--- src/source/dds_pkg.sv ---
/*
  dds package: widths, register map, dither LFSR constants and the
  bus and sample types shared by the DDS stream blocks
*/
package dds_pkg;

  // phase datapath
  localparam int PHASE_BITS = 32;
  localparam int QUANT_BITS = 20;
  localparam int LUT_ADDR_BITS = PHASE_BITS - QUANT_BITS;
  localparam int LUT_DEPTH = 2 ** LUT_ADDR_BITS;
  localparam real PI = 3.14159265358979;

  // sample words, lane 0 is earliest in time
  localparam int SAMPLE_WIDTH = 16;
  localparam int PARALLEL_SAMPLES = 4;
  localparam int LANE_BITS = $clog2(PARALLEL_SAMPLES);
  // advances from cycle phase to output word
  localparam int CORE_LATENCY = 5;

  // buffering between core and serializer
  localparam int FIFO_DEPTH = 16;
  localparam int LEVEL_BITS = 8;

  // galois LFSR, shifts right, taps applied when a 1 falls out
  localparam int LFSR_WIDTH = 16;
  localparam logic [LFSR_WIDTH-1:0] LFSR_SEED = 16'hACE1;
  localparam logic [LFSR_WIDTH-1:0] LFSR_TAPS = 16'hB400;

  // apb register map
  localparam int APB_ADDR_BITS = 12;
  localparam logic [APB_ADDR_BITS-1:0] ADDR_PHASE_INC = 12'h000;
  localparam logic [APB_ADDR_BITS-1:0] ADDR_CTRL = 12'h004;
  localparam logic [APB_ADDR_BITS-1:0] ADDR_STATUS = 12'h008;

  typedef logic signed [SAMPLE_WIDTH-1:0] sample_t;
  typedef sample_t [PARALLEL_SAMPLES-1:0] sample_word_t;
  typedef logic [PARALLEL_SAMPLES-1:0][LFSR_WIDTH-1:0] lfsr_lanes_t;

  // enable sits in bit 0
  typedef struct packed {
    logic [29:0] reserved;
    logic        clear_underrun;
    logic        enable;
  } ctrl_t;

  // one write word, viewed by address
  typedef union packed {
    logic [PHASE_BITS-1:0] phase_inc;
    ctrl_t                 ctrl;
  } apb_wdata_u;

  typedef struct packed {
    logic                     psel;
    logic                     penable;
    logic                     pwrite;
    logic [APB_ADDR_BITS-1:0] paddr;
    apb_wdata_u               pwdata;
  } apb_req_t;

  typedef struct packed {
    logic [31:0] prdata;
    logic        pready;
    logic        pslverr;
  } apb_rsp_t;

  typedef struct packed {
    logic [22:0]           reserved;
    logic [LEVEL_BITS-1:0] fifo_level;
    logic                  underrun;
  } status_t;

endpackage

--- src/source/sample_fifo.sv ---
/*
  sample FIFO: synchronous circular buffer of sample words with
  same-cycle push and pop, a flush and a fill level
*/
module sample_fifo #(
  parameter int DEPTH = 16
) (
  input  logic                           clk,
  input  logic                           reset,
  input  logic                           flush,
  input  logic                           in_valid,
  input  dds_pkg::sample_word_t          in_word,
  output logic                           in_ready,
  output logic                           out_valid,
  output dds_pkg::sample_word_t          out_word,
  input  logic                           out_ready,
  output logic [dds_pkg::LEVEL_BITS-1:0] level
);
  import dds_pkg::*;

  sample_word_t            mem [DEPTH];
  logic [$clog2(DEPTH)-1:0] wr_ptr;
  logic [$clog2(DEPTH)-1:0] rd_ptr;
  logic [LEVEL_BITS-1:0]   count;
  logic                    push;
  logic                    pop;

  assign in_ready = count != LEVEL_BITS'(DEPTH);
  assign out_valid = count != '0;
  // head word is visible the cycle after it is written
  assign out_word = mem[rd_ptr];
  assign push = in_valid && in_ready;
  assign pop = out_valid && out_ready;
  assign level = count;

  always_ff @(posedge clk) begin
    if (push) begin
      mem[wr_ptr] <= in_word;
    end
  end

  always_ff @(posedge clk) begin
    if (reset || flush) begin
      wr_ptr <= '0;
      rd_ptr <= '0;
      count <= '0;
    end else begin
      // pointers wrap at DEPTH, which need not be a power of two
      if (push) begin
        wr_ptr <= (int'(wr_ptr) == DEPTH - 1) ? '0 : wr_ptr + 1'b1;
      end
      if (pop) begin
        rd_ptr <= (int'(rd_ptr) == DEPTH - 1) ? '0 : rd_ptr + 1'b1;
      end
      // simultaneous push and pop leaves the count alone
      case ({push, pop})
        2'b10:   count <= count + 1'b1;
        2'b01:   count <= count - 1'b1;
        default: count <= count;
      endcase
    end
  end

endmodule

--- config.mk ---
export PLATFORM = sky130hd
export DESIGN_NAME = sample_fifo
export DESIGN_NICKNAME = d
export VERILOG_FILES = /design/src/source/dds_pkg.sv /design/src/source/sample_fifo.sv
export SDC_FILE = /design/constraint.sdc
export NUM_CORES = 1
export LEC_CHECK = 0
export BUFFER_PORTS_ARGS = -buffer_cell sky130_fd_sc_hd__buf_2
export CORE_MARGIN = 3
export CORE_UTILIZATION = 28
export CTS_BUF_LIST = sky130_fd_sc_hd__clkbuf_16
export DETAILED_ROUTE_END_ITERATION = 10
export GPL_ROUTABILITY_DRIVEN = 0
export PLACE_DENSITY = 0.41
export SLEW_MARGIN = 20
export SYNTH_ARGS = -nofsm -noshare
export SYNTH_HDL_FRONTEND = slang
export SYNTH_SLANG_ARGS = --single-unit
--- constraint.sdc ---
create_clock -name clk -period 10.75 [get_ports clk]
set_clock_uncertainty 0.2 [all_clocks]
set_input_delay 1.075 -clock clk [delete_from_list [all_inputs] [get_ports clk]]
set_output_delay 1.075 -clock clk [all_outputs]
set_load 0.01 [all_outputs]
Word level (Yosys, flattened, before mapping) --
Memories as Yosys holds them, arrays and structs flattened. A register that Yosys moved wholly into a read port is not among the register bits. Cells that the tools add are included.
Word-level totals: register bits after elaboration 16, bits in writable memories 1024, input port bits 69, output and inout port bits 74, memories kept 1
Operators by class: add/sub/neg operators 4, eq/ne operators 5, muxes and demuxes 7, reductions and logical operators 5
Memories:
- mem | words 16, width 64, read ports 1, clocked after memory_dff 1, wr ports 1, line sample_fifo.sv:21 | sample_word_t mem [DEPTH];
Operator list (count):
- 4-bit 2-to-1 mux | 4
- 8-bit one-hot mux with 2 select lines | 1
- 4-bit by 1-bit adder with 4-bit output, second input constant | 2
- 8-bit by 1-bit adder with 8-bit output, second input constant | 1
- 4-bit by 1-bit == test with 1-bit output, second input constant | 2
- 8-bit by 5-bit != test with 1-bit output, second input constant | 1
- 8-bit nonzero test | 1
- 8-bit by 1-bit subtractor with 8-bit output, second input constant | 1
- 2-bit by 1-bit == test with 1-bit output, second input constant | 1
- 2-bit == test, second input constant | 1
- 1-bit logical AND | 2
- 1-bit 2-to-1 mux | 2
- 2-bit nonzero test | 1
- 1-bit logical OR | 1

Logic depth before layout (Yosys ltp) --
word-level depth 4, mapped depth 15

Worst setup path before layout --
Ideal clock, no wire load.
path kind input -> register, start in in_valid, end mem mem[7][0] (netlist name) (enable), data arrival time 6.128 ns, required time 9.985 ns, path slack 3.857 ns, stages on the path 5, path through inv_1 -> a41oi_1 -> clkbuf_1 -> inv_1 -> nor3_1
Between the ends: word-level cells in the longest chain between the ends 3
RTL lines:
- from (decl) | line sample_fifo.sv:11 | input logic in_valid,
- 1-bit logical AND | line sample_fifo.sv:32 | assign push = in_valid && in_ready;
- 1-bit 2-to-1 mux | line sample_fifo.sv:37 | if (push) begin
- 1-bit 2-to-1 mux (not written as such) | line sample_fifo.sv:38 | mem[wr_ptr] <= in_word;
- to (decl) | line sample_fifo.sv:21
No other way between the ends.

==> run_results.csv <==
group,metric,value,unit
worst_setup_path,cp.required,9.48,ns
yosys,synth.distinct_cells,42,
job,cap_violations,0,
grt,grt_pass1_vias,19600,
drt,vias,17800,
drt,drtIter0Drc,1387,
timing,tightest_slew,1.08,ns
placement,dp_cells,3574,
clocking,postCtsResizedCells,0,
yosys,ys_warn_count,0,
clocking,cts-root-buf,"clkbuf_16",
timing,setup_tns,0,ns
worst_setup_path,start_kind,"flip-flop",
grt,grt_max_degree,152,
timing,clock.fmax,174,MHz
timing,slew_viol_final,0,
layout,mostFrequentLayoutCell,"edfxtp_1",
grt,grt-ovfl-total,0,
drt,drcViolationCount,0,
yosys,synth-seq-area-share,0.786,
grt,grt_pass1_wl,146000,um
clocking,holdBufCountCts,0,
hold_path,hold_class,"flip-flop to flip-flop",
clocking,htreeDepth,3,
clocking,post_cts_buffers,0,
placement,port_buffers,142,
layout,final_nets,1891,
floorplan,row_count,137,
worst_setup_path,crit_path_end_kind,"output port",
placement,dp_hpwl,52200,um
drt,wl,101000,um
floorplan,die-area,0.146,mm^2
yosys,ys.flop_type,"edfxtp_1",
yosys,postSynthAreaPerCell,24.8,um^2
floorplan,start_util,0.283,
drt,drtPass1Iterations,4,
placement,place_area,0.0428,mm^2
clocking,clk_pin_slew,0.06,ns
floorplan,die_h,382,um
floorplan,chipWidth,382,um
yosys,yosys-top-cells-area,"edfxtp_1 78%, mux4_2 18%, dfxtp_1 1.0%, clkbuf_1 0.42%, buf_2 0.34%",
yosys,yosys.area.top_type,"edfxtp_1",
timing,hold_violations,0,
timing,maxSlewHeadroom,0.278,
worst_setup_path,crit_type,"flip-flop to output port",
clocking,clockBufferDepth,3,
drt,vias_per_cell,4.69,
yosys,synth_top_area_share,0.775,
layout,finalInstanceArea,0.0462,mm^2
timing,fin_crit,5.74,ns
yosys,syn_inst,1600,
timing,setup_violations,0,
clocking,cts_tree,"built",
floorplan,core_area,0.140,mm^2
layout,drive_gt1_frac,0.354,
worst_setup_path,cp.arrival,4.46,ns
grt,grt_use_total,0.139,
yosys,ys_seq_elements,1044,
power,peakVddDrop,0.117,mV
drt,wire_per_inst,26.7,um
yosys,synth_edf_count,1024,
timing,rsz0062_at_grt,"false",
clocking,cts.sinks,1044,
timing,fin_crit_sh,0.533,
yosys,syn_area,0.0397,mm^2
yosys,synth_nets,1677,
layout,stdcell_count,3788,
layout,final_cell_mix,"1024 x edfxtp_1, 320 x mux4_2, 142 x buf_2, 115 x clkbuf_16, 42 x inv_1",
power,power_density,181,mW/mm^2
layout,area_growth,16.6,%
placement,dp_slack,5.61,ns
timing,fin_ws,5.01,ns
grt,antenna_found_initial,25,
yosys,async_flop_share,0,
clocking,cts_made_buffers,114,
floorplan,io_pins,143,
power,p_leak,14.0,nW
worst_setup_path,reg2reg_slack,6.24,ns
worst_setup_path,crit_fanout,94,
drt,ant_nets,0,
clocking,clk-insertion-delay-late,0.71,ns
status,status,"completed",
## through the flow
step	utilization	hold WS (ns)	total power [mW]
floorplan	-	0.263	4.75
global placement	0.306	0.268	4.89
detailed placement	0.306	0.283	4.90
CTS	0.330	0.292	8.49
global route	0.330	0.339	8.69
finish	0.330	0.289	8.36
## registers in the layout, indices dropped and copies added, names as in the netlist, named ones only
register	flops
wr_ptr	4
rd_ptr	4
level	8
mem	1024
## worst paths after layout
kind                   from            to  cells after the start
setup reg to reg   level[3]      level[4]                     11
setup / recovery  flip-flop  out_word[61]                      5
hold / removal    rd_ptr[1]     flip-flop                      2
hold reg to reg   rd_ptr[1]     flip-flop                      2
## critical path, stage by stage (launching register included)
cell	delay (ns)
dfxtp_4	0.74
buf_12	0.60
buf_4	0.75
mux4_2	0.60
mux4_2	0.55
buf_2	0.18
## layout make-up
cell class | count | area, um^2
repair buffers | 183 | 1040
clock inverters | 94 | 552
diodes | 5 | 12.5
inverters | 8 | 30.0
fillers | 13100 | 93800
clock buffers | 115 | 2880
multi-input cells | 463 | 8210
flip-flops and latches | 1044 | 31200
well taps | 1876 | 2350
## logic make-up (layout without fill, tap and decap cells)
kind of cell / Yosys count / after routing / share of synthesized area
flip-flops: 1044 / 1044 / 0.786
other: 0 / 5 / 0
multiplexers: 323 / 323 / 0.183
buffers and inverters: 93 / 400 / 0.0102
AO/OA/AOI/OAI: 38 / 38 / 0.00612
adder cells (fa/ha/maj): 8 / 8 / 0.00252
XOR/XNOR: 8 / 8 / 0.00177
AND/OR/NAND/NOR: 86 / 86 / 0.0113
## Yosys cell counts (all sizes together) (2+ instances only)
cell type  instances
a21o               2
a21oi             12
a311oi             2
a31oi              3
a41oi              2
and3               4
and3b              3
and4b              3
buf               41
clkbuf            44
dfxtp             20
edfxtp          1024
ha                 8
inv                8
mux2i              3
mux4             320
nand2             19
nand2b             3
nand3              6
nand4              2
nor2              24
nor3               8
nor3b              3
nor4               2
nor4b              2
o21ai              7
o22ai              2
o31ai              3
or3                3
xor2               8
## routing by layer
metal / GRT usage / part of all wire / routed length, um / up-vias
met4: 0.0392 / 0.021 / 2130 / 18
li1: - / - / - / 7407
met5: 0 / 0.0012 / 120 / -
met2: 0.228 / 0.49 / 49400 / 378
met1: 0.185 / 0.43 / 43800 / 9791
met3: 0.0334 / 0.055 / 5540 / 166
## power by group
group / internal, mW / switching, mW / total [mW]
sequential: 4.49 / 0.0118 / 4.51
combinational: 0.121 / 0.173 / 0.293
clock: 1.98 / 1.58 / 3.56
Note: power is estimated with default switching activity, not from simulation.
