[src/source/dds_pkg.sv]
/*
  dds package: widths, register map, dither LFSR constants and the
  bus and sample types shared by the DDS stream blocks
*/
package dds_pkg;

  // phase datapath
  localparam int PHASE_BITS = 32;
  localparam int QUANT_BITS = 20;
  localparam int LUT_ADDR_BITS = PHASE_BITS - QUANT_BITS;
  localparam int LUT_DEPTH = 2 ** LUT_ADDR_BITS;
  localparam real PI = 3.14159265358979;

  // sample words, lane 0 is earliest in time
  localparam int SAMPLE_WIDTH = 16;
  localparam int PARALLEL_SAMPLES = 4;
  localparam int LANE_BITS = $clog2(PARALLEL_SAMPLES);
  // advances from cycle phase to output word
  localparam int CORE_LATENCY = 5;

  // buffering between core and serializer
  localparam int FIFO_DEPTH = 16;
  localparam int LEVEL_BITS = 8;

  // galois LFSR, shifts right, taps applied when a 1 falls out
  localparam int LFSR_WIDTH = 16;
  localparam logic [LFSR_WIDTH-1:0] LFSR_SEED = 16'hACE1;
  localparam logic [LFSR_WIDTH-1:0] LFSR_TAPS = 16'hB400;

  // apb register map
  localparam int APB_ADDR_BITS = 12;
  localparam logic [APB_ADDR_BITS-1:0] ADDR_PHASE_INC = 12'h000;
  localparam logic [APB_ADDR_BITS-1:0] ADDR_CTRL = 12'h004;
  localparam logic [APB_ADDR_BITS-1:0] ADDR_STATUS = 12'h008;

  typedef logic signed [SAMPLE_WIDTH-1:0] sample_t;
  typedef sample_t [PARALLEL_SAMPLES-1:0] sample_word_t;
  typedef logic [PARALLEL_SAMPLES-1:0][LFSR_WIDTH-1:0] lfsr_lanes_t;

  // enable sits in bit 0
  typedef struct packed {
    logic [29:0] reserved;
    logic        clear_underrun;
    logic        enable;
  } ctrl_t;

  // one write word, viewed by address
  typedef union packed {
    logic [PHASE_BITS-1:0] phase_inc;
    ctrl_t                 ctrl;
  } apb_wdata_u;

  typedef struct packed {
    logic                     psel;
    logic                     penable;
    logic                     pwrite;
    logic [APB_ADDR_BITS-1:0] paddr;
    apb_wdata_u               pwdata;
  } apb_req_t;

  typedef struct packed {
    logic [31:0] prdata;
    logic        pready;
    logic        pslverr;
  } apb_rsp_t;

  typedef struct packed {
    logic [22:0]           reserved;
    logic [LEVEL_BITS-1:0] fifo_level;
    logic                  underrun;
  } status_t;

endpackage

[src/source/sample_serializer.sv]
/*
  sample serializer: unpacks sample words one lane per accepted
  sample and flags a sticky underrun when the stream runs dry
*/
module sample_serializer (
  input  logic                                  clk,
  input  logic                                  reset,
  input  logic                                  enable,
  input  logic                                  clear_underrun,
  input  logic                                  word_valid,
  input  dds_pkg::sample_word_t                 word,
  output logic                                  word_ready,
  output logic                                  sample_valid,
  output logic signed [dds_pkg::SAMPLE_WIDTH-1:0] sample,
  input  logic                                  sample_ready,
  output logic                                  underrun
);
  import dds_pkg::*;

  sample_word_t         hold;
  logic [LANE_BITS-1:0] lane;
  logic                 last_lane;
  logic                 take_sample;
  logic                 take_word;
  logic                 delivered;

  assign last_lane = lane == LANE_BITS'(PARALLEL_SAMPLES - 1);
  assign take_sample = sample_valid && sample_ready;
  // next word is requested as the last lane leaves, so no bubble
  assign word_ready = enable && (!sample_valid || (take_sample && last_lane));
  assign take_word = word_valid && word_ready;
  assign sample = hold[lane];

  always_ff @(posedge clk) begin
    if (reset || !enable) begin
      sample_valid <= 1'b0;
      lane <= '0;
      delivered <= 1'b0;
    end else if (take_word) begin
      sample_valid <= 1'b1;
      lane <= '0;
      delivered <= 1'b1;
    end else if (take_sample) begin
      if (last_lane) begin
        sample_valid <= 1'b0;
      end else begin
        lane <= lane + 1'b1;
      end
    end
  end

  always_ff @(posedge clk) begin
    if (take_word) begin
      hold <= word;
    end
  end

  // sink wants data we do not have, after the stream has started
  // a fresh underrun wins over a clear in the same cycle
  always_ff @(posedge clk) begin
    if (reset) begin
      underrun <= 1'b0;
    end else if (enable && sample_ready && !sample_valid && delivered) begin
      underrun <= 1'b1;
    end else if (clear_underrun) begin
      underrun <= 1'b0;
    end
  end

endmodule

[config.mk]
export PLATFORM = sky130hd
export DESIGN_NAME = sample_serializer
export DESIGN_NICKNAME = d
export VERILOG_FILES = /design/src/source/dds_pkg.sv /design/src/source/sample_serializer.sv
export SDC_FILE = /design/constraint.sdc
export NUM_CORES = 1
export LEC_CHECK = 0
export ABC_AREA = 0
export BUFFER_PORTS_ARGS = -buffer_cell sky130_fd_sc_hd__buf_2
export CORE_ASPECT_RATIO = 0.9
export CORE_UTILIZATION = 30
export DETAILED_ROUTE_END_ITERATION = 12
export HOLD_SLACK_MARGIN = 0.02
export PLACE_DENSITY_LB_ADDON = 0.12
export SLEW_MARGIN = 10
export SYNTH_ARGS = -nofsm -noshare
export SYNTH_HDL_FRONTEND = slang
export SYNTH_SLANG_ARGS = --single-unit
[constraint.sdc]
create_clock -name clk -period 7.1 [get_ports clk]
set_clock_uncertainty 0.1 [all_clocks]
set_input_delay 0 -clock clk [delete_from_list [all_inputs] [get_ports clk]]
set_output_delay 0 -clock clk [all_outputs]
set_load 0.05 [all_outputs]
* Yosys cells after proc, flatten, opt, wreduce, memory -nomap -nowiden
Cells that the tools add are included.
Cells by class: divide/modulo/power cells 0, multiplexer cells 7, $add $sub $neg 1, bitwise operators 1, reduce and logical (&&, ||, !) cells 17, shifts and indexed selects 0, equal/unequal tests 1, multipliers 0, magnitude comparators 1
Operator list (number):
- binary-select mux 16 bit (select 2 bit) | 1
- 2-to-1 mux 16 bit | 1
- logical AND 1 bit | 7
- nonzero test 2 bit | 3
- 2-to-1 mux 1 bit | 5
- AND reduction 2 bit | 2
- less-than comparator 2 x 3 -> 1 bit, second input constant | 1
- adder 2 x 1 -> 2 bit, second input constant | 1
- equality test 2 bit, second input constant | 1
- logical NOT 1 bit | 2
- logical OR 1 bit | 2
- OR reduction 2 bit | 1
- NOT 1 bit | 1
Word-level totals: register bits after elaboration 69, output and inout bits 19, bits in latches 0, bits of input ports 70, bits in read-only memories 0, memories 0, word-level logic and storage cells 36, memory bits (writable) 0

* Longest topological paths before layout
Gate-level depths: netlist (run 1).
depth in word-level cells 7, gate-level depth with buffers 4, gate-level depth less buffers 4

* Worst setup path after synthesis (run 1)
OpenSTA, ideal clock, no wires.
path kind flip-flop to flip-flop, start register sample_valid, end register hold[0] (netlist name) (enable), data arrival time 2.336 ns, period minus slack after synthesis 2.865 ns, path buffers 0, slack 4.235 ns, data required time 6.571 ns, cell stages (with the launch flop) 3, setup time 0.429 ns, cells stage by stage dfxtp_1 a21bo_2 and3_1
On the way: longest elaborated chain between the ends 5, elaborated cells on any way between the ends 6, classes of those cells reduce/logical (6)
RTL lines:
- start, declared | RTL line sample_serializer.sv:13 | output logic sample_valid,
- start signal, assigned | RTL line sample_serializer.sv:36 | sample_valid <= 1'b0;
- start signal, assigned | RTL line sample_serializer.sv:40 | sample_valid <= 1'b1;
- start signal, assigned | RTL line sample_serializer.sv:45 | sample_valid <= 1'b0;
- logical AND 1 bit | RTL line sample_serializer.sv:28 | assign take_sample = sample_valid && sample_ready;
- logical AND 1 bit | RTL line sample_serializer.sv:30 | assign word_ready = enable && (!sample_valid || (take_sample && last_lane));
- logical OR 1 bit * | RTL line sample_serializer.sv:30
- logical AND 1 bit * | RTL line sample_serializer.sv:30
- logical AND 1 bit * | RTL line sample_serializer.sv:31 | assign take_word = word_valid && word_ready;
- via take_word | RTL line sample_serializer.sv:24 | logic take_word;
- end signal, assigned | RTL line sample_serializer.sv:54 | hold <= word;
- end, declared | RTL line sample_serializer.sv:20 | sample_word_t hold;
Mark *: on every way through the listed nets, which the timed path passes. The rest lies on a longest branch. A chain may end at the register's enable or synchronous reset.

* Worst setup path in the final report (run 1)
start register lane[1], end register hold[1] (netlist name) (enable)
On the way: longest elaborated chain between the ends 5
RTL lines:
- start, declared | RTL line sample_serializer.sv:21 | logic [LANE_BITS-1:0] lane;
- start signal, assigned | RTL line sample_serializer.sv:47 | lane <= lane + 1'b1;
- equality test 2 bit | RTL line sample_serializer.sv:27 | assign last_lane = lane == LANE_BITS'(PARALLEL_SAMPLES - 1);
- logical AND 1 bit | RTL line sample_serializer.sv:30
- logical OR 1 bit | RTL line sample_serializer.sv:30
- logical AND 1 bit | RTL line sample_serializer.sv:30
- logical AND 1 bit | RTL line sample_serializer.sv:31
- via take_word | RTL line sample_serializer.sv:24
The timed path passes the listed nets, and every way through them passes these cells.

==> results of run 1 <==
==> logic make-up after synthesis <==
logic type | synth area share, %
adders and majority gates | 0.4868
muxes | 15.43
DFF | 78.68
buffers and inverters | 1.753
xor gates and xnor gates | 0.3409
AOI/OAI and AO/OA | 1.266
and+or+nand+nor | 2.045
==> power by group <==
| part | leakage [nW] | internal [W] | total [W] | switching, W |
|---|---|---|---|---|
| clock network | 0.0907 | 0.000160 | 0.000301 | 0.000140 |
| logic | 0.818 | 0.0000486 | 0.0000887 | 0.0000402 |
| registers | 0.638 | 0.000464 | 0.000468 | 0.00000392 |
==> per-layer routing <==
metal | share of wire, % | wire (um) | vias to the layer above | track usage, %
met1 | 46 | 2337 | 810 | 14.90
met5 | 0 | 0 | - | 0
li1 | - | - | 785 | -
met3 | 4.5 | 230 | 10 | 2.955
met4 | 2.0 | 100 | 0 | 6.985
met2 | 48 | 2460 | 51 | 19.91
==> area by class of cell <==
| class | instances | area (um^2) |
|---|---|---|
| fillers | 712 | 4168 |
| flip-flops and latches | 69 | 2023 |
| repair buffers | 160 | 1159 |
| multi-input cells | 33 | 504.2 |
| well taps | 115 | 143.9 |
| clock buffers | 11 | 131.4 |
| clock inverters | 5 | 51.30 |
| inverters | 1 | 3.754 |
==> cells in the final DEF, fill, tap and decap left out, drive strengths merged, types with 2 or more instances in the layout <==
master       Yosys  layout
mux4            16      16
edfxtp          64      64
nand2b           2       2
clkbuf           0      11
a21oi            3       3
dlygate4sd3      0      71
clkinv           0       3
dfxtp            5       5
nor2             3       3
buf              4      89
==> critical path, stage by stage (launching register included) <==
cell,delay [ns]
dfxtp_1,0.88
ha_1,0.29
a21bo_2,0.18
and3_2,0.19
buf_4,0.63
==> through the flow <==
stage / total power [W] / hold WS (ns) / instance area, um^2
finish: 0.0008570 / 0.2637 / 4016
global route: 0.0008911 / 0.2556 / 4016
CTS: 0.0008664 / 0.2485 / 4015
detailed placement: 0.0005366 / 0.07815 / 3122
global placement: 0.0005335 / 0.07035 / 3122
floorplan: 0.0005081 / -0.03093 / 2570
==> sequential cells by signal, indices dropped and copies added (netlist names) <==
register,flops
delivered,1
hold,64
lane,2
sample_valid,1
underrun,1
==> final timing paths <==
path	end	slack, ns	from	cells past startpoint
max	hold[1]	4.41	lane[1]	4
min	hold[50]	0.26	word[50]	2
max reg2reg	hold[1]	4.41	lane[1]	4
min reg2reg	lane[0]	0.56	sample_valid	3
==> timing repair <==
item	CTS	global route
hold buffers	71	0
endpoints found under the hold margin	69	0
setup endpoints to repair	0	0
==> results.ini, run 1 <==
[floorplan]
die_x_um = 99.56
core_um2 = 8184
io_pins = 89
die_area_um2 = 8941
start_util_pct = 31.40
die_y_um = 89.81
fp-row-count = 31

[detailed_routing]
drtIter0Drc = 49
dr.pass1.iters = 4
wirelength_um = 5128
vias_per_cell = 4.203
ant_nets = 0
routedWlPerCell_um = 13.02
drcViolationCount = 0
route.vias.total = 1656

[cts]
ctsRootBufferMaster = clkbuf_8
worstSkewPairLatency_ns = 0.33
cts_sinks = 69
cts.clk_slew.worst_paths_ns = 0.07
clock_path_buffers = 2
cts_resized = 0
h-tree-depth = 3
numCtsBuffers = 9
cts_setup_buffers = 0
cts_tree = built

[layout]
layout-drive-gt1-share_pct = 40.86
fin_cells = 394
fin_nets = 345
num_antenna_cells = 0
syn2layout_area_growth_pct = 56.28
utilization_pct = 49.08

[timing]
finalCriticalPeriod_ns = 2.690
worstMarginPinSlew_ns = 0.8532
slew_violations = 0
finalSetupTns_ns = 0
min_period_over_period_pct = 37.89
setup_violations = 0
grt_setup_unrepaired = false
fmax_mhz = 371.7
hold_viol = 0
setup_slack_ns = 4.410
timing.slew.headroom_pct = 43.04

[yosys]
ys_warn_count = 0
synth.area.top_cells = edfxtp_1, mux4_2, mux4_1
ys_seq_elements = 69
netlist_instances = 107
async_flop_share_pct = 0
synth.most_common_cell = edfxtp_1
synth.distinct_cells = 20
yosysSeqAreaShare_pct = 78.68
avgSynthCellArea_um2 = 24.02
synth_edf_count = 64
synthesis.nets = 178
synth-main-ff-cell = edfxtp_1
yosys.area.top_type = edfxtp_1
netlist_area_um2 = 2570
synth_commonest_cells = edfxtp_1, mux4_2, mux4_1, dfxtp_1
synth_top_area_share_pct = 74.78

[global_routing]
grt_pass1_vias = 1719
grt_antenna_before_repair = 0
grt_first_pass_wirelength_um = 8079
grt_usage_pct = 12.25
grt_max_degree = 65
overflow = 0

[power]
peakVddDrop_mv = 0.09722
powerDensity_nw_per_um2 = 213.4
p_leak_nw = 1.547

[placed_design]
dp_cells = 307
place.port_buffers = 88
dpl_worst_slack_ns = 4.153
gp_congestion = 0.7346

[worst_setup_path]
critical_path_arrival_ns = 2.55
worstPathMaxFanout = 64
critPathLaunchType = flip-flop
crit_type = reg2reg
required_ns = 6.96
cp-end-kind = flip-flop

[status]
status = finished, final reports clean

[flow_run]
cap_violations = 0

[hold_path]
hp-class = in2reg

(Power assumes the default switching activity.)
==> run 2, diff against run 1 <==
clock period = 2.39 ns   (was 7.1 ns; I/O delays follow)
==> results.ini, run 2 (synthesized netlist as in run 1, its figures left out) <==
[floorplan]
start_util_pct = 31.40
die_x_um = 99.56
die_y_um = 89.81
die_area_um2 = 8941
io_pins = 89
fp-row-count = 31
core_um2 = 8184

[global_routing]
grt_antenna_before_repair = 0
met3_usage_pct = 3.888
grt_usage_pct = 13.47
grt-busiest-layer = met2
use_met1_pct = 14.80
gr-usage-met2_pct = 23.44
grt_pass1_vias = 1841
overflow = 0
grt_max_degree = 37
grt_first_pass_wirelength_um = 8776

[worst_setup_path]
worst-path-buf-inv = 2
cp-end-kind = output port
worstPathMaxFanout = 17
critical_path_arrival_ns = 1.81
required_ns = 2.29
critPathLaunchType = flip-flop
crit_type = reg2out
path_cells = buf_4 -> mux4_1 -> buf_2
cp_top_family = multiplexers
critPathSlowestCell = mux4_1
max_stage_delay_ns = 0.59

[timing]
setup_violations = 0
min_period_over_period_pct = 79.97
hold_viol = 0
fmax_mhz = 523.2
whs_ns = 0.2594
grt_setup_unrepaired = false
finalCriticalPeriod_ns = 1.911
timing.slew.headroom_pct = 68.45
finalSetupTns_ns = 0
worstMarginPinSlew_ns = 0.4733
slew_violations = 0

[layout]
largest_register = hold
syn2layout_area_growth_pct = 57.69
fin_nets = 347
num_antenna_cells = 0
layout_commonest_cell = buf_2
layout-drive-gt1-share_pct = 41.28
reg_top3 = hold: 64 flops, lane: 2 flops
mostFrequentLayoutCells = buf_2, dlygate4sd3_1, edfxtp_1
largest_reg_flops = 64
design_area_um2 = 4053

[detailed_routing]
ant_nets = 0
drcViolationCount = 0
routedWlPerCell_um = 13.87
wirelength_um = 5492
drtIter0Drc = 43
dr.pass1.iters = 4
vias_per_cell = 4.179
route.vias.total = 1655

[cts]
numCtsBuffers = 9
cts_resized = 0
cts.clk_slew.worst_paths_ns = 0.07
h-tree-depth = 3
worstSkewPairLatency_ns = 0.33
clock_path_buffers = 2
cts_sinks = 69
cts_tree = built
ctsRootBufferMaster = clkbuf_8

[placed_design]
dp.final_hpwl_um = 3309
gp_congestion = 0.6733
place.port_buffers = 88
placed_area_um2 = 3144

[power]
peakVddDrop_mv = 0.3774
p_leak_nw = 1.566
powerDensity_nw_per_um2 = 655.9

[hold_path]
hp-class = in2reg

[status]
status = finished, final reports clean

[flow_run]
cap_violations = 0

==> run 2: per-layer routing <==
| layer | routed length (um) | share of wire [%] |
|---|---|---|
| met5 | 0 | 0 |
| met4 | 100 | 1.8 |
| met1 | 2139 | 39 |
| met2 | 2994 | 55 |
| met3 | 257 | 4.7 |
==> run 2: final timing paths <==
kind                                start          to  slack (ns)  cells past startpoint
worst max-delay path              lane[0]  sample[14]        0.48                      3
worst min-delay path             word[18]    hold[18]        0.26                      2
worst max register to register    lane[1]    hold[54]        0.63                      4
worst min register to register  delivered   delivered        0.38                      2
==> run 2: area by class of cell <==
type,instances,area (um^2)
fillers,709,4131
flip-flops and latches,69,2022
repair buffers,162,1171
multi-input cells,33,504.2
well taps,115,143.9
clock buffers,12,135.1
clock inverters,4,72.57
inverters,1,3.754
==> run 2: power breakdown <==
group          internal, W  switching [W]
logic             0.000145       0.000122
clock network     0.000587       0.000416
registers          0.00138      0.0000111
total              0.00211       0.000549
==> run 2: worst reg2reg max path: cells and delay by family, from the launching register on <==
| family | cells | cell delay [ns] |
|---|---|---|
| AOI/OAI and AO/OA | 1 | 0.18 |
| adders and majority gates | 1 | 0.16 |
| buffers and inverters | 1 | 0.41 |
| DFF | 1 | 0.34 |
| and+or+nand+nor | 1 | 0.20 |
==> run 2: through the flow <==
stage / std cells / worst slack [ns] / power [W] / utilization [%]
2_1_floorplan: 107 / 0.2287 / 0.001508 / -
4_1_cts: 396 / 0.4248 / 0.002686 / 49.52
3_5_place_dp: 310 / 0.6460 / 0.001594 / 38.42
6_report: 396 / 0.4788 / 0.002658 / 49.52
3_3_place_gp: 310 / 0.7308 / 0.001584 / 38.42
5_1_grt: 396 / 0.3536 / 0.002767 / 49.52
==> run 2: repair_timing <==
| item | 4_1_cts | 5_1_grt |
|---|---|---|
| endpoints found under the hold margin | 69 | 0 |
| setup endpoints to repair | 0 | 0 |
| hold buffers | 70 | 0 |
| setup buffers | 0 | 0 |
