==> src/source/dds_pkg.sv <==
/*
  dds package: widths, register map, dither LFSR constants and the
  bus and sample types shared by the DDS stream blocks
*/
package dds_pkg;

  // phase datapath
  localparam int PHASE_BITS = 32;
  localparam int QUANT_BITS = 20;
  localparam int LUT_ADDR_BITS = PHASE_BITS - QUANT_BITS;
  localparam int LUT_DEPTH = 2 ** LUT_ADDR_BITS;
  localparam real PI = 3.14159265358979;

  // sample words, lane 0 is earliest in time
  localparam int SAMPLE_WIDTH = 16;
  localparam int PARALLEL_SAMPLES = 4;
  localparam int LANE_BITS = $clog2(PARALLEL_SAMPLES);
  // advances from cycle phase to output word
  localparam int CORE_LATENCY = 5;

  // buffering between core and serializer
  localparam int FIFO_DEPTH = 16;
  localparam int LEVEL_BITS = 8;

  // galois LFSR, shifts right, taps applied when a 1 falls out
  localparam int LFSR_WIDTH = 16;
  localparam logic [LFSR_WIDTH-1:0] LFSR_SEED = 16'hACE1;
  localparam logic [LFSR_WIDTH-1:0] LFSR_TAPS = 16'hB400;

  // apb register map
  localparam int APB_ADDR_BITS = 12;
  localparam logic [APB_ADDR_BITS-1:0] ADDR_PHASE_INC = 12'h000;
  localparam logic [APB_ADDR_BITS-1:0] ADDR_CTRL = 12'h004;
  localparam logic [APB_ADDR_BITS-1:0] ADDR_STATUS = 12'h008;

  typedef logic signed [SAMPLE_WIDTH-1:0] sample_t;
  typedef sample_t [PARALLEL_SAMPLES-1:0] sample_word_t;
  typedef logic [PARALLEL_SAMPLES-1:0][LFSR_WIDTH-1:0] lfsr_lanes_t;

  // enable sits in bit 0
  typedef struct packed {
    logic [29:0] reserved;
    logic        clear_underrun;
    logic        enable;
  } ctrl_t;

  // one write word, viewed by address
  typedef union packed {
    logic [PHASE_BITS-1:0] phase_inc;
    ctrl_t                 ctrl;
  } apb_wdata_u;

  typedef struct packed {
    logic                     psel;
    logic                     penable;
    logic                     pwrite;
    logic [APB_ADDR_BITS-1:0] paddr;
    apb_wdata_u               pwdata;
  } apb_req_t;

  typedef struct packed {
    logic [31:0] prdata;
    logic        pready;
    logic        pslverr;
  } apb_rsp_t;

  typedef struct packed {
    logic [22:0]           reserved;
    logic [LEVEL_BITS-1:0] fifo_level;
    logic                  underrun;
  } status_t;

endpackage

==> src/source/dds_apb_regs.sv <==
/*
  dds register block: APB slave holding the phase increment, the
  enable bit and a clear pulse, with status readback
*/
module dds_apb_regs (
  input  logic                            clk,
  input  logic                            reset,
  input  dds_pkg::apb_req_t               apb_req,
  output dds_pkg::apb_rsp_t               apb_rsp,
  output logic [dds_pkg::PHASE_BITS-1:0]  phase_inc,
  output logic                            enable,
  output logic                            clear_underrun,
  input  logic                            underrun,
  input  logic [dds_pkg::LEVEL_BITS-1:0]  fifo_level
);
  import dds_pkg::*;

  logic       access;
  logic       wr_en;
  apb_wdata_u wdata;
  ctrl_t      ctrl_rd;
  status_t    status_rd;
  logic [31:0] rdata;

  // access phase, always completes in one cycle
  assign access = apb_req.psel && apb_req.penable;
  assign wr_en = access && apb_req.pwrite;
  assign wdata = apb_req.pwdata;

  always_ff @(posedge clk) begin
    if (reset) begin
      phase_inc <= '0;
      enable <= 1'b0;
      clear_underrun <= 1'b0;
    end else begin
      // pulse lasts a single cycle
      clear_underrun <= 1'b0;
      if (wr_en) begin
        // address picks the view of the write word
        case (apb_req.paddr)
          ADDR_PHASE_INC: begin
            phase_inc <= wdata.phase_inc;
          end
          ADDR_CTRL: begin
            enable <= wdata.ctrl.enable;
            clear_underrun <= wdata.ctrl.clear_underrun;
          end
          default: begin
            // status is read only, other addresses ignore writes
          end
        endcase
      end
    end
  end

  // readback words
  always_comb begin
    ctrl_rd = '0;
    ctrl_rd.enable = enable;
    status_rd = '0;
    status_rd.underrun = underrun;
    status_rd.fifo_level = fifo_level;
    case (apb_req.paddr)
      ADDR_PHASE_INC: rdata = phase_inc;
      ADDR_CTRL:      rdata = ctrl_rd;
      ADDR_STATUS:    rdata = status_rd;
      default:        rdata = '0;
    endcase
  end

  // every address decodes, so no error response
  always_comb begin
    apb_rsp.prdata = rdata;
    apb_rsp.pready = access;
    apb_rsp.pslverr = 1'b0;
  end

endmodule

==> config.mk <==
export PLATFORM = sky130hd
export DESIGN_NAME = dds_apb_regs
export DESIGN_NICKNAME = d
export VERILOG_FILES = /design/src/source/dds_pkg.sv /design/src/source/dds_apb_regs.sv
export SDC_FILE = /design/constraint.sdc
export NUM_CORES = 1
export LEC_CHECK = 0
export ABC_CLOCK_PERIOD_IN_PS = 4800
export BUFFER_PORTS_ARGS = -buffer_cell sky130_fd_sc_hd__buf_2
export CORE_MARGIN = 4
export CORE_UTILIZATION = 45
export DETAILED_ROUTE_END_ITERATION = 8
export GPL_ROUTABILITY_DRIVEN = 0
export GPL_TIMING_DRIVEN = 0
export PLACE_DENSITY = 0.82
export SLEW_MARGIN = 0
export SYNTH_ARGS = -nofsm -noshare
export SYNTH_HDL_FRONTEND = slang
export SYNTH_SLANG_ARGS = --single-unit
export TNS_END_PERCENT = 100
==> constraint.sdc <==
create_clock -name clk -period 4.8 [get_ports clk]
set_clock_uncertainty 0.05 [all_clocks]
set_input_delay 0.96 -clock clk [delete_from_list [all_inputs] [get_ports clk]]
set_output_delay 0.96 -clock clk [all_outputs]
set_load 0.01 [all_outputs]
Word-level counts from Yosys, hierarchy flattened:

Index checks and enable logic that the tools add are counted.

* output and inout port bits: 68
* flip-flop bits (word level): 34

* mux-type cells: 1
* bitwise logic cells: 2
* equality and inequality tests: 2
* reductions and logical operators: 6

Operators by type and width (number)
* 32-bit one-hot mux with 3 select lines: 1
* 12-bit by 3-bit == test with 1-bit output (second input constant): 1
* 12-bit by 4-bit == test with 1-bit output (second input constant): 1
* 12-bit zero test: 1
* 2-bit AND reduction: 2
* 3-bit OR reduction: 1
* 1-bit logical AND: 2
* 1-bit inverter: 2

Longest topological paths before layout:

Gate-level depths: netlist (run 1).

* depth after elaboration: 4
* depth in mapped cells: 5
* gate-level depth less buffers: 3

Least setup slack after synthesis (run 1):

OpenSTA, ideal clock, no wires.

* kind: input to output
* start point: input apb_req[39] (netlist name)
* end point: output apb_rsp[11] (netlist name)
* slack: 1.457 ns
* path buffers: 2
* stages: 5
* required time: 3.790 ns
* arrival: 2.333 ns
* cell sequence: or4_4 -> buf_6 -> nor4_2 -> clkbuf_1 -> and2_1

RTL lines
* start: declaration: RTL line dds_apb_regs.sv:8 `input dds_pkg::apb_req_t apb_req,`
* end: declaration: RTL line dds_apb_regs.sv:9 `output dds_pkg::apb_rsp_t apb_rsp,`

==> run_results.csv, run 1 <==
group,metric,value,unit
global_routing,grt_max_degree,11,
clock_tree,hold_buffers,0,
clock_tree,cts_num_sinks,34,
power,power_density,207,nW/µm²
synth,avgSynthCellArea,9.33,µm²
cells_and_area,fin_nets,393,
power,p_total,555,µW
worst_hold_path,hold-path-cell-count,2,
cells_and_area,drive_gt1_share,42.0,%
power,leakagePower,1.31,nW
clock_tree,clk_pin_slew,0.06,ns
global_routing,overflow,0,
cells_and_area,syn2layout_area_growth,40.2,%
synth,synth.distinct_cells,20,
cells_and_area,final_cell_area,2680,µm²
outcome,status,"completed",
placed_design,place_inst,378,
setup_path,crit_family,"simple AND/OR/NAND/NOR gates",
sta,slew_violations,0,
synth,synth_nets,263,
cells_and_area,antenna_cells,0,
floorplan,num_io_pins,126,
sta,hold_violations,0,
placed_design,io_buffers,123,
synth,ys_ff_latch,34,
drt,avgRoutedWirePerCell,13.6,µm
sta,fin_setup_tns,0,ns
clock_tree,cts_resized,0,
cells_and_area,final_util,66.1,%
clock_tree,root_buffer,"clkbuf_8",
sta,rsz0062_at_grt,"false",
setup_path,reg2reg_depth,2,
clock_tree,htree_levels,2,
global_routing,grt_usage,20.4,%
sta,fmax,255,MHz
placed_design,pre_cts_slack,0.860,ns
synth,yosysWarnings,0,
setup_path,crit_cells,7,
sta,setup_viol,0,
clock_tree,cts_tree,"done",
setup_path,crit_path_max_incr_delay,0.53,ns
setup_path,critical_path.slowest_cell,"or4_4",
sta,layout_setup_ws,0.881,ns
drt,antenna_left,0,
global_routing,grt_pass1_wl,8530,µm
setup_path,crit_required,3.79,ns
global_routing,antenna_found_initial,0,
placed_design,hpwl,4180,µm
sta,whs,0.436,ns
setup_path,worstSetupStartpointType,"primary input",
sta,slew_headroom,56.4,%
power,vdd_drop_max,0.126,mV
floorplan,die_y,73.2,µm
setup_path,cp_common_cell,"buf_2",
cells_and_area,finalNonFillerCells,386,
placed_design,dpl_cell_area,2590,µm²
drt,dr.pass1.iters,4,
clock_tree,numCtsBuffers,5,
setup_path,crit_type,"primary input to output pin",
floorplan,initial_core_util,47.1,%
synth,syn_area,1910,µm²
setup_path,crit_buf_inv,4,
sta,min_period,3.92,ns
synth,ys_seq_area_share,35.6,%
clock_tree,clk_latency,0.27,ns
sta,max_slew.worst_pin.slew,0.655,ns
floorplan,core_area,4060,µm²
sta,fin_crit_sh,81.6,%
floorplan,rows,23,
clock_tree,clockBufferDepth,2,
synth,synth_cells,205,
drt,viasPerCell,4.71,
setup_path,crit_arrival,2.91,ns
drt,drt_wl_total,5260,µm
floorplan,die_w,73.2,µm
drt,via_count,1819,
global_routing,grt_pass1_vias,1915,
run,max_cap_viol_count,0,
worst_hold_path,hold_path_class,"flop to flop",
drt,first_iter_violations,51,
drt,drc,0,
floorplan,dieArea,5360,µm²
setup_path,path_cells,"buf_2 -> or4_4 -> buf_6 -> nor4_2 -> clkbuf_1 -> and2_1 -> buf_2",
clock_tree,cts_setup_buffers,0,
setup_path,path_max_fanout,10,
setup_path,endpoint_kind,"output pin",
cells in the mapped netlist:
master | number | area share [%]
buf_4 | 2 | 0.78
nand4b_1 | 1 | 0.46
or4_1 | 1 | 0.39
nand2_1 | 1 | 0.20
clkbuf_1 | 10 | 2.0
nor4_4 | 1 | 1.1
nor2_1 | 9 | 1.8
nor4_1 | 1 | 0.33
or4_4 | 2 | 1.2
nor4_2 | 1 | 0.65
nand2b_1 | 65 | 21
conb_1 | 1 | 0.20
or3_1 | 2 | 0.65
o22ai_1 | 1 | 0.33
dfxtp_1 | 34 | 36
mux2i_1 | 42 | 22
and2_1 | 25 | 8.2
or3b_2 | 1 | 0.46
buf_6 | 4 | 2.4
buf_1 | 1 | 0.20
area by class of cell:
type / instances / area (µm²)
fill: 357 / 1380
multi-input combinational: 154 / 1130
sequential: 34 / 681
timing repair buffer: 123 / 616
buffer: 17 / 101
clock buffer: 7 / 86.3
tap: 50 / 62.6
clock inverter: 1 / 5.00
registers in the layout, indices dropped and copies added, names as in the netlist:
register,count
phase_inc,32
enable,1
clear_underrun,1
cells in the final DEF, fill, tap and decap left out, drive strengths merged:
cell type  count
dfxtp         34
or3b           1
nand2          1
clkbuf        17
conb           1
or4            3
and2          25
nor2           9
clkinv         1
or3            2
buf          130
nand4b         1
nor4           3
o22ai          1
nand2b        65
mux2i         42
tightest hold or removal path, delay by kind of cell (launching register included):
family / cells / cell delay [ns]
and+or+nand+nor: 1 / 0.06
DFF: 1 / 0.32
muxes: 1 / 0.05
power by group:
part | leakage, nW | total [mW] | internal, mW | switching, mW
Sequential | 0.274 | 0.282 | 0.282 | 0.00000610
Combinational | 0.990 | 0.0580 | 0.0345 | 0.0235
Clock | 0.0482 | 0.215 | 0.116 | 0.0995
Total | 1.31 | 0.555 | 0.432 | 0.123
layer usage:
| metal | wire length, µm | global-route usage, % |
|---|---|---|
| met1 | 2100 | 23.3 |
| met2 | 2670 | 36.2 |
| met3 | 438 | 6.20 |
| met4 | 51 | 6.15 |
| met5 | 0 | 0 |
cells by family after synthesis:
logic type | share of synthesized area, %
and+or+nand+nor | 36.6
muxes | 22.0
DFF | 35.6
buffers and inverters | 5.30
AOI/OAI and AO/OA | 0.327
other | 0.196
worst paths after layout:
check / startpoint / end / slack (ns)
max: apb_req[39] / apb_rsp[19] / 0.88
min: phase_inc[7]$_SDFFE_PP0P_ / phase_inc[7]$_SDFFE_PP0P_ / 0.44
max reg2reg: phase_inc[8]$_SDFFE_PP0P_ / phase_inc[8]$_SDFFE_PP0P_ / 4.10
min reg2reg: phase_inc[7]$_SDFFE_PP0P_ / phase_inc[7]$_SDFFE_PP0P_ / 0.44
Power figures use the tool's default switching activity.
==> inputs of run 2 (changes only) <==
--- a/config.mk
+++ b/config.mk
@@ -5,14 +5,15 @@
 export SDC_FILE = /design/constraint.sdc
 export NUM_CORES = 1
 export LEC_CHECK = 0
-export ABC_CLOCK_PERIOD_IN_PS = 4800
+export ABC_AREA = 1
+export ABC_CLOCK_PERIOD_IN_PS = 3400
 export BUFFER_PORTS_ARGS = -buffer_cell sky130_fd_sc_hd__buf_2
 export CORE_MARGIN = 4
-export CORE_UTILIZATION = 45
+export CORE_UTILIZATION = 39
 export DETAILED_ROUTE_END_ITERATION = 8
 export GPL_ROUTABILITY_DRIVEN = 0
 export GPL_TIMING_DRIVEN = 0
-export PLACE_DENSITY = 0.82
+export PLACE_DENSITY = 0.74
 export SLEW_MARGIN = 0
 export SYNTH_ARGS = -nofsm -noshare
 export SYNTH_HDL_FRONTEND = slang
==> constraint.sdc (replaced) <==
create_clock -name clk -period 3.4 [get_ports clk]
set_clock_uncertainty 0.05 [all_clocks]
set_input_delay 0.68 -clock clk [delete_from_list [all_inputs] [get_ports clk]]
set_output_delay 0.68 -clock clk [all_outputs]
set_load 0.01 [all_outputs]
==> run_results.csv, run 2 <==
group,metric,value,unit
cells_and_area,syn2layout_area_growth,39.2,%
clock_tree,hold_buffers,0,
cells_and_area,fin_nets,545,
floorplan,dieArea,6450,µm²
global_routing,overflow,0,
synth,synth_edf_count,0,
setup_path,crit_family,"buffers and inverters",
sta,layout_setup_ws,0.655,ns
power,leakagePower,1.71,nW
synth,synth_area_leader_cell,"dfxtp_1",
sta,fin_setup_tns,0,ns
floorplan,die_w,80.3,µm
global_routing,grt_pass1_wl,10100,µm
power,p_total,786,µW
placed_design,io_buffers,124,
drt,avgRoutedWirePerCell,11.2,µm
drt,antenna_left,0,
drt,viasPerCell,4.43,
synth,async_flop_share,0,%
cells_and_area,antenna_cells,0,
sta,fin_crit_sh,80.7,%
synth,yosysWarnings,0,
power,clockPowerShare,39.1,%
sta,max_slew.worst_pin.slew,0.633,ns
drt,drt_wl_total,6250,µm
synth,ys_top_cells_by_area,"dfxtp_1, inv_1, nand2_1, nor2_1, nand4_1",
sta,fmax,364,MHz
synth,syn_area,2040,µm²
setup_path,crit_buf_inv,4,
power,p_sw_share,23.9,%
cells_and_area,largest_register_ffs,32,
placed_design,place_inst,550,
global_routing,grt_usage,19.8,%
cells_and_area,regMostFlops,"phase_inc",
setup_path,path_cells,"buf_2 -> inv_2 -> nand2_1 -> nor2_2 -> nand2_1 -> clkbuf_1 -> o21ai_1 -> buf_2",
sta,min_period,2.74,ns
cells_and_area,final_cell_area,2840,µm²
drt,via_count,2472,
power,power_frac_seq,50.7,%
setup_path,path_max_fanout,10,
power,vdd_drop_max,0.144,mV
cells_and_area,final_util,56.0,%
floorplan,rows,26,
setup_path,crit_path_max_incr_delay,0.31,ns
setup_path,endpoint_kind,"output pin",
clock_tree,numCtsBuffers,5,
cells_and_area,drive_gt1_share,31.8,%
clock_tree,root_buffer,"clkbuf_8",
synth,synthTopCellsByCount,"inv_1, nand2_1, nor2_1, dfxtp_1, nand4_1",
sta,setup_viol,0,
worst_hold_path,hold_path_class,"flop to flop",
setup_path,crit_type,"primary input to output pin",
sta,slew_violations,0,
setup_path,crit_arrival,2.01,ns
sta,rsz0062_at_grt,"false",
drt,drc,0,
clock_tree,cts_setup_buffers,0,
clock_tree,cts_tree,"done",
placed_design,pre_cts_slack,0.632,ns
power,power_density,277,nW/µm²
drt,dr.pass1.iters,4,
outcome,status,"completed",
synth,avgSynthCellArea,5.73,µm²
run,max_cap_viol_count,0,
setup_path,critical_path.slowest_cell,"nor2_2",
cells_and_area,reg_top3,"phase_inc (32), clear_underrun (1), enable (1)",
floorplan,num_io_pins,126,
global_routing,grt_pass1_vias,2260,
sta,whs,0.479,ns
placed_design,hpwl,4810,µm
clock_tree,cts_resized,0,
setup_path,worstSetupStartpointType,"primary input",
power,p_int,598,µW
placed_design,dpl_cell_area,2750,µm²
synth,synth_most_common_cell,"inv_1",
synth,synth_cells,356,
drt,first_iter_violations,118,
power,p_comb_share,10.3,%
sta,hold_violations,0,
power,net-switching-power,187,µW
cells_and_area,finalNonFillerCells,558,
synth,synth.distinct_cells,17,
clock_tree,clk_latency,0.28,ns
floorplan,die_y,80.3,µm
global_routing,antenna_found_initial,0,
setup_path,crit_required,2.67,ns
synth,ys_ff_latch,34,
clock_tree,clk_pin_slew,0.07,ns
cells_and_area,final_common_cell,"buf_2",
floorplan,core_area,5070,µm²
clock_tree,htree_levels,2,
clock_tree,clockBufferDepth,2,
synth,ys.flop_type,"dfxtp_1",
clock_tree,cts_num_sinks,34,
synth,synth_top_area_share,33.4,%
synth,synth_nets,414,
global_routing,grt_max_degree,11,
synth,ys_seq_area_share,33.4,%
sta,slew_headroom,57.6,%
floorplan,initial_core_util,40.2,%
cells_and_area,final_cell_mix,"buf_2, inv_1, nand2_1, nor2_1, dfxtp_1",
## run 2: worst min-delay path: stages (launching register included)
cell and delay (ns):
dfxtp_1 0.31, inv_1 0.06, nand2_1 0.05, inv_1 0.04, nor2_1 0.03
## run 2: final cells by class
class,instances,area [µm²]
Tap cell,70,87.6
Multi-Input combinational cell,195,860
Timing Repair Buffer,124,621
Buffer,22,106
Clock buffer,7,86.3
Fill cell,545,2230
Inverter,105,394
Sequential cell,34,681
Clock inverter,1,5.00
## run 2: path summary, 6_finish.rpt
| kind | startpoint | end | slack (ns) | cells after the start |
|---|---|---|---|---|
| worst max-delay path | apb_req[32] | apb_rsp[5] | 0.66 | 8 |
| worst min-delay path | phase_inc[3]$_SDFFE_PP0P_ | phase_inc[3]$_SDFFE_PP0P_ | 0.48 | 4 |
| worst max register to register | phase_inc[22]$_SDFFE_PP0P_ | phase_inc[22]$_SDFFE_PP0P_ | 2.66 | 4 |
| worst min register to register | phase_inc[3]$_SDFFE_PP0P_ | phase_inc[3]$_SDFFE_PP0P_ | 0.48 | 4 |
## run 2: power by group through the flow
stage | clock network [mW] | logic [mW] | registers (mW)
floorplan | 0 | 0.0369 | 0.407
global placement | 0 | 0.0787 | 0.407
detailed placement | 0 | 0.0802 | 0.407
CTS | 0.317 | 0.0805 | 0.398
global route | 0.335 | 0.0911 | 0.398
finish | 0.307 | 0.0807 | 0.398
## run 2: kinds of logic (layout without fill, tap and decap cells)
family                 count (synthesis)  after routing  synth area share, %
AOI/OAI and AO/OA                      8              8                 1.96
buffers and inverters                127            259                 24.5
DFF                                   34             34                 33.4
and+or+nand+nor                      186            186                 40.0
other                                  1              1                0.184
## run 2: metal layers
layer	vias up	share of wire, %	global-route usage (%)
met4	0	1.0	5.91
met1	1074	41	23.6
li1	1300	-	-
met3	5	8.0	3.48
met2	93	50	35.9
met5	-	0	0
